**src/hdl/la_decode_pkg.sv**
```systemverilog
package la_decode_pkg;

    localparam int ALU_WIDTH       = 8;
    localparam int ALU_SEL_WIDTH   = 3;
    localparam int EXC_CAUSE_WIDTH = 6;

    // 3R and 2R-immediate opcodes, inst[31:15]
    localparam logic [16:0] ADDW_OPCODE    = 17'h00020;
    localparam logic [16:0] SUBW_OPCODE    = 17'h00022;
    localparam logic [16:0] SLT_OPCODE     = 17'h00024;
    localparam logic [16:0] SLTU_OPCODE    = 17'h00025;
    localparam logic [16:0] NOR_OPCODE     = 17'h00028;
    localparam logic [16:0] AND_OPCODE     = 17'h00029;
    localparam logic [16:0] OR_OPCODE      = 17'h0002a;
    localparam logic [16:0] XOR_OPCODE     = 17'h0002b;
    localparam logic [16:0] SLLW_OPCODE    = 17'h0002e;
    localparam logic [16:0] SRLW_OPCODE    = 17'h0002f;
    localparam logic [16:0] SRAW_OPCODE    = 17'h00030;
    localparam logic [16:0] MULW_OPCODE    = 17'h00038;
    localparam logic [16:0] MULHW_OPCODE   = 17'h00039;
    localparam logic [16:0] MULHWU_OPCODE  = 17'h0003a;
    localparam logic [16:0] DIVW_OPCODE    = 17'h00040;
    localparam logic [16:0] MODW_OPCODE    = 17'h00041;
    localparam logic [16:0] DIVWU_OPCODE   = 17'h00042;
    localparam logic [16:0] MODWU_OPCODE   = 17'h00043;
    localparam logic [16:0] SLLIW_OPCODE   = 17'h00081;
    localparam logic [16:0] SRLIW_OPCODE   = 17'h00089;
    localparam logic [16:0] SRAIW_OPCODE   = 17'h00091;
    localparam logic [16:0] BREAK_OPCODE   = 17'h00054;
    localparam logic [16:0] SYSCALL_OPCODE = 17'h00056;

    // 2RI12 opcodes, inst[31:22]
    localparam logic [9:0] SLTI_OPCODE  = 10'h008;
    localparam logic [9:0] SLTUI_OPCODE = 10'h009;
    localparam logic [9:0] ADDIW_OPCODE = 10'h00a;
    localparam logic [9:0] ANDI_OPCODE  = 10'h00d;
    localparam logic [9:0] ORI_OPCODE   = 10'h00e;
    localparam logic [9:0] XORI_OPCODE  = 10'h00f;

    // 1RI20 opcodes, inst[31:25]
    localparam logic [6:0] LU12IW_OPCODE    = 7'h0a;
    localparam logic [6:0] PCADDU12I_OPCODE = 7'h0e;

    localparam logic [ALU_WIDTH-1:0] ALU_NOP       = 8'h00;
    localparam logic [ALU_WIDTH-1:0] ALU_ADDW      = 8'h01;
    localparam logic [ALU_WIDTH-1:0] ALU_SUBW      = 8'h02;
    localparam logic [ALU_WIDTH-1:0] ALU_SLT       = 8'h03;
    localparam logic [ALU_WIDTH-1:0] ALU_SLTU      = 8'h04;
    localparam logic [ALU_WIDTH-1:0] ALU_NOR       = 8'h05;
    localparam logic [ALU_WIDTH-1:0] ALU_AND       = 8'h06;
    localparam logic [ALU_WIDTH-1:0] ALU_OR        = 8'h07;
    localparam logic [ALU_WIDTH-1:0] ALU_XOR       = 8'h08;
    localparam logic [ALU_WIDTH-1:0] ALU_SLLW      = 8'h09;
    localparam logic [ALU_WIDTH-1:0] ALU_SRLW      = 8'h0a;
    localparam logic [ALU_WIDTH-1:0] ALU_SRAW      = 8'h0b;
    localparam logic [ALU_WIDTH-1:0] ALU_MULW      = 8'h0c;
    localparam logic [ALU_WIDTH-1:0] ALU_MULHW     = 8'h0d;
    localparam logic [ALU_WIDTH-1:0] ALU_MULHWU    = 8'h0e;
    localparam logic [ALU_WIDTH-1:0] ALU_DIVW      = 8'h0f;
    localparam logic [ALU_WIDTH-1:0] ALU_MODW      = 8'h10;
    localparam logic [ALU_WIDTH-1:0] ALU_DIVWU     = 8'h11;
    localparam logic [ALU_WIDTH-1:0] ALU_MODWU     = 8'h12;
    localparam logic [ALU_WIDTH-1:0] ALU_SLLIW     = 8'h13;
    localparam logic [ALU_WIDTH-1:0] ALU_SRLIW     = 8'h14;
    localparam logic [ALU_WIDTH-1:0] ALU_SRAIW     = 8'h15;
    localparam logic [ALU_WIDTH-1:0] ALU_BREAK     = 8'h16;
    localparam logic [ALU_WIDTH-1:0] ALU_SYSCALL   = 8'h17;
    localparam logic [ALU_WIDTH-1:0] ALU_SLTI      = 8'h18;
    localparam logic [ALU_WIDTH-1:0] ALU_SLTUI     = 8'h19;
    localparam logic [ALU_WIDTH-1:0] ALU_ANDI      = 8'h1a;
    localparam logic [ALU_WIDTH-1:0] ALU_ORI       = 8'h1b;
    localparam logic [ALU_WIDTH-1:0] ALU_XORI      = 8'h1c;
    localparam logic [ALU_WIDTH-1:0] ALU_ADDIW     = 8'h1d;
    localparam logic [ALU_WIDTH-1:0] ALU_LU12I     = 8'h1e;
    localparam logic [ALU_WIDTH-1:0] ALU_PCADDU12I = 8'h1f;

    localparam logic [ALU_SEL_WIDTH-1:0] ALU_SEL_NOP        = 3'd0;
    localparam logic [ALU_SEL_WIDTH-1:0] ALU_SEL_ARITHMETIC = 3'd1;
    localparam logic [ALU_SEL_WIDTH-1:0] ALU_SEL_MUL        = 3'd2;
    localparam logic [ALU_SEL_WIDTH-1:0] ALU_SEL_DIV        = 3'd3;

    localparam logic [EXC_CAUSE_WIDTH-1:0] EXCEPTION_SYS = 6'h0b;
    localparam logic [EXC_CAUSE_WIDTH-1:0] EXCEPTION_BRK = 6'h0c;
    localparam logic [EXC_CAUSE_WIDTH-1:0] EXCEPTION_INE = 6'h0d;

    // One instruction word, three field layouts
    typedef union packed {
        struct packed {
            logic [16:0] opcode;
            logic [4:0]  rk;
            logic [4:0]  rj;
            logic [4:0]  rd;
        } r3;
        struct packed {
            logic [9:0]  opcode;
            logic [11:0] si12;
            logic [4:0]  rj;
            logic [4:0]  rd;
        } ri12;
        struct packed {
            logic [6:0]  opcode;
            logic [19:0] si20;
            logic [4:0]  rd;
        } ri20;
    } inst_word_u;

endpackage

```
**src/hdl/dec_if.sv**
```systemverilog
`timescale 1ns/1ps

interface dec_if;

    logic                                     hit;
    logic [la_decode_pkg::ALU_WIDTH-1:0]       aluop;
    logic [la_decode_pkg::ALU_SEL_WIDTH-1:0]   alusel;
    logic                                     reg_write_en;
    logic [4:0]                               reg_write_addr;
    logic [1:0]                               reg_read_en;    // [0] rj port, [1] rk port
    logic [4:0]                               reg_read_addr0;
    logic [4:0]                               reg_read_addr1;
    logic [31:0]                              imm;
    logic                                     exc;
    logic [la_decode_pkg::EXC_CAUSE_WIDTH-1:0] exc_cause;

    modport dec (
        output hit, aluop, alusel, reg_write_en, reg_write_addr, reg_read_en,
        output reg_read_addr0, reg_read_addr1, imm, exc, exc_cause
    );

    modport sel (
        input hit, aluop, alusel, reg_write_en, reg_write_addr, reg_read_en,
        input reg_read_addr0, reg_read_addr1, imm, exc, exc_cause
    );

endinterface

```
**src/hdl/decoder_3r.sv**
```systemverilog
`timescale 1ns/1ps

module decoder_3r (
    input  la_decode_pkg::inst_word_u inst_i,
    dec_if.dec                        dec_o
);

    always_comb begin
        // Register-register ALU op unless a case says otherwise
        dec_o.hit            = 1'b1;
        dec_o.aluop          = la_decode_pkg::ALU_NOP;
        dec_o.alusel         = la_decode_pkg::ALU_SEL_ARITHMETIC;
        dec_o.reg_write_en   = 1'b1;
        dec_o.reg_write_addr = inst_i.r3.rd;
        dec_o.reg_read_en    = 2'b11;
        dec_o.reg_read_addr0 = inst_i.r3.rj;
        dec_o.reg_read_addr1 = inst_i.r3.rk;
        dec_o.imm            = 32'b0;
        dec_o.exc            = 1'b0;
        dec_o.exc_cause      = '0;

        case (inst_i.r3.opcode)
            la_decode_pkg::ADDW_OPCODE: dec_o.aluop = la_decode_pkg::ALU_ADDW;
            la_decode_pkg::SUBW_OPCODE: dec_o.aluop = la_decode_pkg::ALU_SUBW;
            la_decode_pkg::SLT_OPCODE:  dec_o.aluop = la_decode_pkg::ALU_SLT;
            la_decode_pkg::SLTU_OPCODE: dec_o.aluop = la_decode_pkg::ALU_SLTU;
            la_decode_pkg::NOR_OPCODE:  dec_o.aluop = la_decode_pkg::ALU_NOR;
            la_decode_pkg::AND_OPCODE:  dec_o.aluop = la_decode_pkg::ALU_AND;
            la_decode_pkg::OR_OPCODE:   dec_o.aluop = la_decode_pkg::ALU_OR;
            la_decode_pkg::XOR_OPCODE:  dec_o.aluop = la_decode_pkg::ALU_XOR;
            la_decode_pkg::SLLW_OPCODE: dec_o.aluop = la_decode_pkg::ALU_SLLW;
            la_decode_pkg::SRLW_OPCODE: dec_o.aluop = la_decode_pkg::ALU_SRLW;
            la_decode_pkg::SRAW_OPCODE: dec_o.aluop = la_decode_pkg::ALU_SRAW;
            la_decode_pkg::MULW_OPCODE, la_decode_pkg::MULHW_OPCODE,
            la_decode_pkg::MULHWU_OPCODE: begin
                dec_o.alusel = la_decode_pkg::ALU_SEL_MUL;
                dec_o.aluop  = (inst_i.r3.opcode == la_decode_pkg::MULW_OPCODE)
                             ? la_decode_pkg::ALU_MULW
                             : (inst_i.r3.opcode == la_decode_pkg::MULHW_OPCODE)
                             ? la_decode_pkg::ALU_MULHW : la_decode_pkg::ALU_MULHWU;
            end
            la_decode_pkg::DIVW_OPCODE, la_decode_pkg::MODW_OPCODE,
            la_decode_pkg::DIVWU_OPCODE, la_decode_pkg::MODWU_OPCODE: begin
                dec_o.alusel = la_decode_pkg::ALU_SEL_DIV;
                case (inst_i.r3.opcode[1:0])   // low bits pick div/mod and signedness
                    2'b00:   dec_o.aluop = la_decode_pkg::ALU_DIVW;
                    2'b01:   dec_o.aluop = la_decode_pkg::ALU_MODW;
                    2'b10:   dec_o.aluop = la_decode_pkg::ALU_DIVWU;
                    default: dec_o.aluop = la_decode_pkg::ALU_MODWU;
                endcase
            end
            la_decode_pkg::SLLIW_OPCODE, la_decode_pkg::SRLIW_OPCODE,
            la_decode_pkg::SRAIW_OPCODE: begin
                dec_o.reg_read_en = 2'b01;              // rk field is ui5 here
                dec_o.imm         = {27'b0, inst_i.r3.rk};
                dec_o.aluop       = (inst_i.r3.opcode == la_decode_pkg::SLLIW_OPCODE)
                                  ? la_decode_pkg::ALU_SLLIW
                                  : (inst_i.r3.opcode == la_decode_pkg::SRLIW_OPCODE)
                                  ? la_decode_pkg::ALU_SRLIW : la_decode_pkg::ALU_SRAIW;
            end
            la_decode_pkg::BREAK_OPCODE, la_decode_pkg::SYSCALL_OPCODE: begin
                dec_o.alusel         = la_decode_pkg::ALU_SEL_NOP;
                dec_o.reg_write_en   = 1'b0;
                dec_o.reg_write_addr = 5'b0;
                dec_o.reg_read_en    = 2'b00;
                dec_o.exc            = 1'b1;
                if (inst_i.r3.opcode == la_decode_pkg::BREAK_OPCODE) begin
                    dec_o.aluop     = la_decode_pkg::ALU_BREAK;
                    dec_o.exc_cause = la_decode_pkg::EXCEPTION_BRK;
                end else begin
                    dec_o.aluop     = la_decode_pkg::ALU_SYSCALL;
                    dec_o.exc_cause = la_decode_pkg::EXCEPTION_SYS;
                end
            end
            default: begin
                dec_o.hit            = 1'b0;
                dec_o.alusel         = la_decode_pkg::ALU_SEL_NOP;
                dec_o.reg_write_en   = 1'b0;
                dec_o.reg_write_addr = 5'b0;
                dec_o.reg_read_en    = 2'b00;
            end
        endcase
    end

endmodule

```
**src/hdl/decoder_2ri12.sv**
```systemverilog
`timescale 1ns/1ps

module decoder_2ri12 (
    input  la_decode_pkg::inst_word_u inst_i,
    dec_if.dec                        dec_o
);

    logic [31:0] imm_sext;
    logic [31:0] imm_zext;

    assign imm_sext = {{20{inst_i.ri12.si12[11]}}, inst_i.ri12.si12};
    assign imm_zext = {20'b0, inst_i.ri12.si12};

    always_comb begin
        dec_o.hit            = 1'b1;
        dec_o.aluop          = la_decode_pkg::ALU_NOP;
        dec_o.alusel         = la_decode_pkg::ALU_SEL_ARITHMETIC;
        dec_o.reg_write_en   = 1'b1;
        dec_o.reg_write_addr = inst_i.ri12.rd;
        dec_o.reg_read_en    = 2'b01;
        dec_o.reg_read_addr0 = inst_i.ri12.rj;
        dec_o.reg_read_addr1 = inst_i.r3.rk;
        dec_o.imm            = imm_sext;
        dec_o.exc            = 1'b0;
        dec_o.exc_cause      = '0;

        case (inst_i.ri12.opcode)
            la_decode_pkg::ADDIW_OPCODE: dec_o.aluop = la_decode_pkg::ALU_ADDIW;
            la_decode_pkg::SLTI_OPCODE:  dec_o.aluop = la_decode_pkg::ALU_SLTI;
            la_decode_pkg::SLTUI_OPCODE: dec_o.aluop = la_decode_pkg::ALU_SLTUI;
            la_decode_pkg::ANDI_OPCODE: begin
                dec_o.aluop = la_decode_pkg::ALU_ANDI;
                dec_o.imm   = imm_zext;   // Logic ops take ui12
            end
            la_decode_pkg::ORI_OPCODE: begin
                dec_o.aluop = la_decode_pkg::ALU_ORI;
                dec_o.imm   = imm_zext;
            end
            la_decode_pkg::XORI_OPCODE: begin
                dec_o.aluop = la_decode_pkg::ALU_XORI;
                dec_o.imm   = imm_zext;
            end
            default: begin
                dec_o.hit            = 1'b0;
                dec_o.alusel         = la_decode_pkg::ALU_SEL_NOP;
                dec_o.reg_write_en   = 1'b0;
                dec_o.reg_write_addr = 5'b0;
                dec_o.reg_read_en    = 2'b00;
                dec_o.imm            = 32'b0;
            end
        endcase
    end

endmodule

```
**src/hdl/decoder_1ri20.sv**
```systemverilog
`timescale 1ns/1ps

module decoder_1ri20 (
    input  la_decode_pkg::inst_word_u inst_i,
    dec_if.dec                        dec_o
);

    logic is_lu12i;
    logic is_pcaddu12i;

    assign is_lu12i     = (inst_i.ri20.opcode == la_decode_pkg::LU12IW_OPCODE);
    assign is_pcaddu12i = (inst_i.ri20.opcode == la_decode_pkg::PCADDU12I_OPCODE);

    assign dec_o.hit            = is_lu12i | is_pcaddu12i;
    assign dec_o.aluop          = is_lu12i ? la_decode_pkg::ALU_LU12I
                                : is_pcaddu12i ? la_decode_pkg::ALU_PCADDU12I
                                : la_decode_pkg::ALU_NOP;
    assign dec_o.alusel         = dec_o.hit ? la_decode_pkg::ALU_SEL_ARITHMETIC
                                            : la_decode_pkg::ALU_SEL_NOP;
    assign dec_o.reg_write_en   = dec_o.hit;
    assign dec_o.reg_write_addr = dec_o.hit ? inst_i.ri20.rd : 5'b0;
    assign dec_o.reg_read_en    = 2'b00;               // No source registers
    assign dec_o.reg_read_addr0 = inst_i.r3.rj;
    assign dec_o.reg_read_addr1 = 5'b0;
    assign dec_o.imm            = dec_o.hit ? {inst_i.ri20.si20, 12'b0} : 32'b0;
    assign dec_o.exc            = 1'b0;
    assign dec_o.exc_cause      = '0;

endmodule

```
**src/hdl/decode_select.sv**
```systemverilog
`timescale 1ns/1ps

module decode_select (
    dec_if.sel                                       d3r_i,
    dec_if.sel                                       d2ri12_i,
    dec_if.sel                                       d1ri20_i,
    input  logic                                     fetch_exc_i,
    input  logic [la_decode_pkg::EXC_CAUSE_WIDTH-1:0] fetch_exc_cause_i,
    dec_if.dec                                       res_o
);

    logic                                     win_exc;
    logic [la_decode_pkg::EXC_CAUSE_WIDTH-1:0] win_cause;
    logic                                     any_hit;

    assign any_hit   = d3r_i.hit | d2ri12_i.hit | d1ri20_i.hit;
    assign res_o.hit = any_hit;

    always_comb begin
        // Hits are exclusive by opcode; 3R also supplies the no-hit defaults
        if (d2ri12_i.hit) begin
            res_o.aluop          = d2ri12_i.aluop;
            res_o.alusel         = d2ri12_i.alusel;
            res_o.reg_write_en   = d2ri12_i.reg_write_en;
            res_o.reg_write_addr = d2ri12_i.reg_write_addr;
            res_o.reg_read_en    = d2ri12_i.reg_read_en;
            res_o.reg_read_addr0 = d2ri12_i.reg_read_addr0;
            res_o.reg_read_addr1 = d2ri12_i.reg_read_addr1;
            res_o.imm            = d2ri12_i.imm;
            win_exc              = d2ri12_i.exc;
            win_cause            = d2ri12_i.exc_cause;
        end else if (d1ri20_i.hit) begin
            res_o.aluop          = d1ri20_i.aluop;
            res_o.alusel         = d1ri20_i.alusel;
            res_o.reg_write_en   = d1ri20_i.reg_write_en;
            res_o.reg_write_addr = d1ri20_i.reg_write_addr;
            res_o.reg_read_en    = d1ri20_i.reg_read_en;
            res_o.reg_read_addr0 = d1ri20_i.reg_read_addr0;
            res_o.reg_read_addr1 = d1ri20_i.reg_read_addr1;
            res_o.imm            = d1ri20_i.imm;
            win_exc              = d1ri20_i.exc;
            win_cause            = d1ri20_i.exc_cause;
        end else begin
            res_o.aluop          = d3r_i.aluop;
            res_o.alusel         = d3r_i.alusel;
            res_o.reg_write_en   = d3r_i.reg_write_en;
            res_o.reg_write_addr = d3r_i.reg_write_addr;
            res_o.reg_read_en    = d3r_i.reg_read_en;
            res_o.reg_read_addr0 = d3r_i.reg_read_addr0;
            res_o.reg_read_addr1 = d3r_i.reg_read_addr1;
            res_o.imm            = d3r_i.imm;
            win_exc              = d3r_i.exc;
            win_cause            = d3r_i.exc_cause;
        end

        // Fetch fault beats decode fault beats INE
        res_o.exc       = fetch_exc_i | win_exc | ~any_hit;
        res_o.exc_cause = fetch_exc_i ? fetch_exc_cause_i
                        : win_exc ? win_cause
                        : ~any_hit ? la_decode_pkg::EXCEPTION_INE : '0;

        if (res_o.exc) begin
            res_o.reg_write_en = 1'b0;
            res_o.reg_read_en  = 2'b00;
        end
    end

endmodule

```
**src/hdl/id_stage.sv**
```systemverilog
`timescale 1ns/1ps

module id_stage (
    input  logic                                       clk,
    input  logic                                       rst_n_i,
    input  logic                                       valid_i,
    input  logic [31:0]                                pc_i,
    input  logic [31:0]                                inst_i,
    input  logic                                       fetch_exc_i,
    input  logic [la_decode_pkg::EXC_CAUSE_WIDTH-1:0]   fetch_exc_cause_i,
    input  logic                                       stall_i,
    input  logic                                       flush_i,
    output logic                                       valid_o,
    output logic [31:0]                                pc_o,
    output logic [la_decode_pkg::ALU_WIDTH-1:0]         aluop_o,
    output logic [la_decode_pkg::ALU_SEL_WIDTH-1:0]     alusel_o,
    output logic                                       reg_write_en_o,
    output logic [4:0]                                 reg_write_addr_o,
    output logic [1:0]                                 reg_read_en_o,
    output logic [4:0]                                 reg_read_addr0_o,
    output logic [4:0]                                 reg_read_addr1_o,
    output logic [31:0]                                imm_o,
    output logic                                       exc_o,
    output logic [la_decode_pkg::EXC_CAUSE_WIDTH-1:0]   exc_cause_o
);

    la_decode_pkg::inst_word_u inst_w;

    dec_if d3r ();
    dec_if d2ri12 ();
    dec_if d1ri20 ();
    dec_if res ();

    assign inst_w = inst_i;

    decoder_3r    u_dec_3r    (.inst_i(inst_w), .dec_o(d3r));
    decoder_2ri12 u_dec_2ri12 (.inst_i(inst_w), .dec_o(d2ri12));
    decoder_1ri20 u_dec_1ri20 (.inst_i(inst_w), .dec_o(d1ri20));

    decode_select u_select (
        .d3r_i             (d3r),
        .d2ri12_i          (d2ri12),
        .d1ri20_i          (d1ri20),
        .fetch_exc_i       (fetch_exc_i),
        .fetch_exc_cause_i (fetch_exc_cause_i),
        .res_o             (res)
    );

    // Dispatch slot register
    always_ff @(posedge clk) begin
        if (!rst_n_i) begin
            valid_o          <= 1'b0;
            pc_o             <= 32'b0;
            aluop_o          <= '0;
            alusel_o         <= '0;
            reg_write_en_o   <= 1'b0;
            reg_write_addr_o <= 5'b0;
            reg_read_en_o    <= 2'b00;
            reg_read_addr0_o <= 5'b0;
            reg_read_addr1_o <= 5'b0;
            imm_o            <= 32'b0;
            exc_o            <= 1'b0;
            exc_cause_o      <= '0;
        end else if (flush_i) begin
            valid_o <= 1'b0;           // wins over stall
        end else if (!stall_i) begin
            valid_o          <= valid_i;
            pc_o             <= pc_i;
            aluop_o          <= res.aluop;
            alusel_o         <= res.alusel;
            reg_write_en_o   <= res.reg_write_en;
            reg_write_addr_o <= res.reg_write_addr;
            reg_read_en_o    <= res.reg_read_en;
            reg_read_addr0_o <= res.reg_read_addr0;
            reg_read_addr1_o <= res.reg_read_addr1;
            imm_o            <= res.imm;
            exc_o            <= res.exc;
            exc_cause_o      <= res.exc_cause;
        end
    end

endmodule

```
**config.mk**
```make
export PLATFORM = sky130hd
export DESIGN_NAME = id_stage
export DESIGN_NICKNAME = d
export VERILOG_FILES = /design/src/hdl/la_decode_pkg.sv /design/src/hdl/dec_if.sv /design/src/hdl/decoder_3r.sv /design/src/hdl/decoder_2ri12.sv /design/src/hdl/decoder_1ri20.sv /design/src/hdl/decode_select.sv /design/src/hdl/id_stage.sv
export SDC_FILE = /design/constraint.sdc
export NUM_CORES = 1
export LEC_CHECK = 0
export BUFFER_PORTS_ARGS = -buffer_cell sky130_fd_sc_hd__buf_2
export CORE_MARGIN = 2
export CORE_UTILIZATION = 25
export DETAILED_ROUTE_END_ITERATION = 7
export GPL_TIMING_DRIVEN = 0
export SETUP_SLACK_MARGIN = 0.1
export SLEW_MARGIN = 20
export SYNTH_ARGS = -nofsm -noshare
export SYNTH_HDL_FRONTEND = slang
export SYNTH_SLANG_ARGS = --single-unit
```
**constraint.sdc**
```tcl
create_clock -name clk -period 2.3 [get_ports clk]
set_input_delay 0 -clock clk [delete_from_list [all_inputs] [get_ports clk]]
set_output_delay 0 -clock clk [all_outputs]
set_load 0.005 [all_outputs]
```
Word-level counts from Yosys, hierarchy flattened:

Index checks and enable logic that the tools add are counted.

* flip-flop bits (word level): 101
* latch bits: 0
* RAM bits: 0
* ROM bits: 0
* input port bits: 76
* logic and storage cells: 115
* memories kept: 0

* add/subtract/negate cells: 0
* multiply operators: 0
* divide/modulo/power cells: 0
* order comparisons: 0
* equal/unequal tests: 33
* shift-type cells: 0
* multiplexer cells: 47
* bitwise logic cells: 9
* reduce and logical (&&, ||, !) cells: 14

Operator list (count)
* $eq A17 B6 Y1 const B: 14
* $pmux W8 S15: 1
* $eq A17 B7 Y1 const B: 6
* $mux W32: 2
* $pmux W32 S2: 1
* $eq A10 B4 Y1 const B: 6
* $eq A17 B8 Y1 const B: 3
* $mux W5: 8
* $mux W8: 5
* $mux W6: 5
* $pmux W5 S6: 1
* $reduce_or A23 Y1: 1
* $reduce_or A21 Y1: 1
* $reduce_or A18 Y1: 1
* $pmux W5 S3: 1
* $eq A7 B4 Y1 const B: 2
* $reduce_or A14 Y1: 1
* $mux W1: 13
* $reduce_or A3 Y1: 4
* $mux W2: 5
* $mux W3: 2
* $pmux W2 S3: 1
* $reduce_or A6 Y1: 1
* $or A1 B1 Y1: 5
* other kinds (9): 13

Depth between registers and ports, before layout:

* depth after elaboration: 8
* mapped depth: 8

Cells and area by module:

Synthesis repeated with hierarchy kept, for this count alone.

* cells, all modules: 1022
* area, all modules: 8054.0 µm²

By module, submodules not included
* id_stage: times used 1, cells an instance 459, area each 4142.7 µm², sequential area each 2021.9 µm²
* decode_select: times used 1, cells an instance 242, area each 1590.3 µm², sequential area each 0.0 µm²
* decoder_3r: times used 1, cells an instance 148, area each 1073.5 µm², sequential area each 0.0 µm²
* decoder_2ri12: times used 1, cells an instance 97, area each 690.7 µm², sequential area each 0.0 µm²
* decoder_1ri20: times used 1, cells an instance 76, area each 556.8 µm², sequential area each 0.0 µm²

Worst setup path before layout:

OpenSTA, ideal clock, no wires.

* kind: input-to-reg
* start point: in inst_i[15]
* end point: reg exc_o
* library setup time: 74 ps
* arrival time: 1745 ps
* slack: 480 ps
* stages: 8
* buffers on the path: 1
* path through: inv_1 > ha_1 > buf_6 > or4_4 > nand4b_4 > o22ai_4 > or4_4 > a31oi_2

* longest elaborated chain between the ends: 7
* elaborated cells between the ends (all ways): 34

Ends and longest elaborated chain
* start: declaration: line id_stage.sv:8 `input logic [31:0] inst_i,`
* $eq A17 B6 Y1 (tied with other cells): line decoder_3r.sv:22 `case (inst_i.r3.opcode)`
* $reduce_or A23 Y1 (no source line) / $reduce_or A2 Y1 (equally long branches)
* $mux W1: line decoder_3r.sv:22
* $or A1 B1 Y1 / $mux W1 (equally long branches): line decode_select.sv:16, decode_select.sv:32
* $or A1 B1 Y1 / $mux W1 (equally long branches): line decode_select.sv:16, decode_select.sv:21
* $not A1 Y1 / $or A1 B1 Y1 (equally long branches): line decode_select.sv:57 `res_o.exc = fetch_exc_i | win_exc | ~any_hit;`
* $or A1 B1 Y1 *: line decode_select.sv:57
* end signal: assignment: line id_stage.sv:77 `exc_o <= res.exc;`
* end: declaration: line id_stage.sv:23 `output logic exc_o,`

Mark *: on every way between the ends. The rest lies on a longest branch, timed or not.
A chain may end at the register's enable or synchronous reset.

Worst setup path after layout:

* start point: in inst_i[15]
* end point: reg reg_write_addr_o[1]

* longest elaborated chain between the ends: 5
* elaborated cells between the ends (all ways): 25

Ends and longest elaborated chain
* $eq A17 B6 Y1 (tied with other cells): line decoder_3r.sv:22
* $reduce_or A21 Y1 (no source line) *
* $mux W5 *: line decoder_3r.sv:22
* $mux W5 *: line decode_select.sv:32 `end else if (d1ri20_i.hit) begin`
* $mux W5 *: line decode_select.sv:21 `if (d2ri12_i.hit) begin`
* end signal: assignment: line id_stage.sv:72 `reg_write_addr_o <= res.reg_write_addr;`
* end: declaration: line id_stage.sv:18 `output logic [4:0] reg_write_addr_o,`

Marks and branches as above.

==> results.py <==
metrics = {
    "detailed_routing": {
        "wl_met1_mm": 7.64,
        "first_pass_iters": 5,
        "drc": 0,
        "drtIter0Drc": 371,
        "ant_nets": 0,
        "wl_met2_mm": 7.50,
        "wl_per_cell_um": 16.6,
        "vias_per_cell": 4.88,
        "wl_met3_mm": 1.28,
        "wirelength_mm": 16.8,
        "vias": 4944,
        "top_layer": "met4",
    },
    "logic_synthesis": {
        "async_flop_share": 0,
        "ys_ff_latch": 97,
        "ys_seq_area_frac": 0.443,
        "synth_warnings": 0,
        "synth_edf_count": 0,
        "syn_area_sq_um": 4380,
        "ys_types": 64,
        "synth_cells": 545,
        "synth.avg_cell_area_sq_um": 8.04,
        "synth-main-ff-cell": "dfxtp_1",
    },
    "placed_design": {
        "place.gp.congestion": 0.891,
        "pre_cts_ws_ps": -222,
        "dpl.cell_count": 941,
        "dpl_cell_area_sq_um": 5520,
        "port_buffers": 168,
        "hpwlAfterDp_mm": 12.0,
    },
    "power": {
        "power.share.clock": 0.392,
        "p_total_uw": 3820,
        "power_frac_comb": 0.146,
        "p_leak_uw": 0.00272,
        "seqPwrFrac": 0.462,
        "p_int_uw": 2750,
        "p_per_area_nw_per_um2": 600,
        "p_sw_frac": 0.281,
        "p_switching_uw": 1070,
        "vdd_drop_max_mv": 0.352,
    },
    "worst_setup_path": {
        "cp_data_arrival_time_ps": 2240,
        "path_cells": "buf_2, inv_1, ha_1, clkbuf_1, and4b_1, a31o_1, o211a_1, nor4_2, o21ai_1",
        "cpPeakStageDelay_ps": 620,
        "endpoint_kind": "flop",
        "crit_slowest_cell": "nor4_2",
        "start_kind": "input port",
        "cp.required_ps": 2520,
        "cp_num_buf_inv": 3,
        "cp_max_fo": 10,
        "worstSetupPathType": "input port to flop",
        "cp_top_family": "simple AND/OR/NAND/NOR gates",
    },
    "run_status": {
        "status": "complete, no violations",
    },
    "cts": {
        "clkSinkCount": 97,
        "clock_latency_ps": 350,
        "cts-root-buf": "clkbuf_16",
        "tritoncts": "yes",
        "clk_pin_slew_ps": 70,
        "clockBufferDepth": 2,
        "cts_buffers": 9,
        "cts.htree.levels": 3,
    },
    "global_routing": {
        "grtUsageTotal": 0.178,
        "antenna_found_initial": 0,
        "overflow": 0,
        "grt_pass1_wl_mm": 25.2,
        "grt_pass1_vias": 4582,
        "grt_max_degree": 19,
    },
    "finish": {
        "diodes": 0,
        "fin_area_sq_um": 6370,
        "layout.nets": 864,
        "areaGrowthSynthToFinish_pct": 45.3,
        "drive_gt1_frac": 0.264,
        "layoutNonFillerInstCount": 1013,
        "final_cell_mix": "175 x buf_2, 106 x nand2_1, 97 x dfxtp_1",
        "final_common_cell": "buf_2",
        "fill_cells": 1813,
    },
    "timing": {
        "finClkSkew_ps": 0,
        "timing.hold.ws_ps": 38.0,
        "setup_viol": 0,
        "maxSlewHeadroom": 0.426,
        "worstMarginPinSlew_ps": 854,
        "hold_viol_final": 0,
        "clock.fmax_mhz": 495,
        "period_needed_ps": 2020,
        "fin_crit_sh": 0.878,
        "drv_slew": 0,
        "worst_slack_ps": 282,
        "rsz0062_at_grt": "false",
    },
    "floorplan": {
        "rows": 48,
        "ios": 177,
        "initial_core_util": 0.254,
        "dieArea_sq_um": 18600,
        "die_h_um": 136,
        "die_x_um": 136,
        "coreArea_sq_um": 17200,
    },
    "worst_hold_path": {
        "hold_class": "input port to flop",
    },
    "run": {
        "max_cap_viol_count": 0,
    },
}
==> power by group through the flow <==
stage | Clock, uW | Combinational, uW | Sequential [uW]
after floorplan | 0 | 241 | 1810
after global routing | 1600 | 618 | 1770
after detailed placement | 0 | 481 | 1800
after CTS | 1530 | 557 | 1760
final | 1500 | 559 | 1760
after global placement | 0 | 481 | 1800
==> kinds of logic (layout without fill, tap and decap cells) <==
kind of cell | after synthesis | after routing | synth area share
DFF | 97 | 97 | 0.443
and+or+nand+nor | 216 | 216 | 0.241
AOI/OAI and AO/OA | 160 | 160 | 0.219
buffers and inverters | 53 | 293 | 0.0525
xor gates and xnor gates | 3 | 3 | 0.00600
other | 1 | 4 | 0.000856
muxes | 9 | 9 | 0.0208
adders and majority gates | 6 | 6 | 0.0166
==> final timing paths <==
path | start | to | slack (ps) | cells past startpoint
worst max-delay path | inst_i[15] | reg_write_addr_o[1]$_SDFFE_PN0P_ | 280 | 9
worst min-delay path | inst_i[16] | imm_o[23]$_SDFFE_PN0P_ | 40 | 3
worst max register to register | valid_o$_SDFFE_PP0N_ | valid_o$_SDFFE_PP0N_ | 1120 | 3
worst min register to register | reg_read_addr1_o[1]$_SDFFE_PN0P_ | reg_read_addr1_o[1]$_SDFFE_PN0P_ | 450 | 2
==> synthesized netlist by cell type, types with 2 or more instances <==
cell	instances	area (sq um)
a21boi_0	3	22.5
or4_4	2	22.5
nor2b_1	4	25.0
dfxtp_1	97	1940
a211oi_1	6	45.0
and3_1	7	43.8
o22ai_1	4	25.0
a221oi_1	2	17.5
a31oi_1	6	37.5
or3_1	4	25.0
inv_1	5	18.8
nand2b_1	3	18.8
and4_1	2	17.5
nand4_1	2	12.5
o21ai_0	24	120
a21oi_1	77	385
nand3_1	34	170
o31ai_1	3	22.5
a22oi_1	2	15.0
o21ai_1	9	45.0
mux2i_1	8	80.1
o211ai_1	2	15.0
nor4b_1	2	17.5
a32oi_1	5	43.8
nor3_1	10	50.1
buf_2	7	35.0
nand2_1	106	398
nor3b_1	4	30.0
nor4_1	3	18.8
nor2_1	20	75.1
o21a_1	5	37.5
xor2_1	2	17.5
or2_2	3	18.8
buf_4	4	30.0
and2_1	2	12.5
ha_1	5	62.6
clkbuf_1	34	128
==> sequential cells by signal, summed over array words and instances (netlist names) <==
name              flops
reg_read_addr0_o      5
exc_cause_o           6
aluop_o               5
reg_read_addr1_o      5
reg_write_addr_o      5
reg_write_en_o        1
valid_o               1
pc_o                 32
alusel_o              2
imm_o                32
reg_read_en_o         2
exc_o                 1
==> worst reg2reg max path: cells and delay by family (launching register included) <==
kind                   cells  cell delay, ps
buffers and inverters      1             570
DFF                        1             310
muxes                      1             140
and+or+nand+nor            1              50
==> cell type report <==
type,count,area [sq um],share of cell area
multi-input combinational,398,2220,0.349
inverter,6,22.5,0.00354
clock inverter,6,60.1,0.00943
clock buffer,10,229,0.0360
timing repair buffer,224,1400,0.220
buffer,47,208,0.0326
sequential,97,1940,0.305
tap,225,282,0.0442
==> metrics by stage <==
step,TNS (ps),utilization
finish,0,0.369
global route,0,0.369
CTS,0,0.369
detailed placement,-2170,0.320
global placement,-1130,0.320
floorplan,0,-
==> routing by layer <==
| layer | vias up | track usage |
|---|---|---|
| met5 | - | 0 |
| met4 | 0 | 0.0666 |
| met3 | 24 | 0.0395 |
| met2 | 191 | 0.273 |
| met1 | 2321 | 0.244 |
| li1 | 2408 | - |
==> timing repair <==
action	4_1_cts	5_1_grt
hold buffers	56	0
resized for setup	0	1
setup endpoints to repair	0	15
buffers inserted	0	0
endpoints found under the hold margin	65	0
Power figures use the tool's default switching activity.
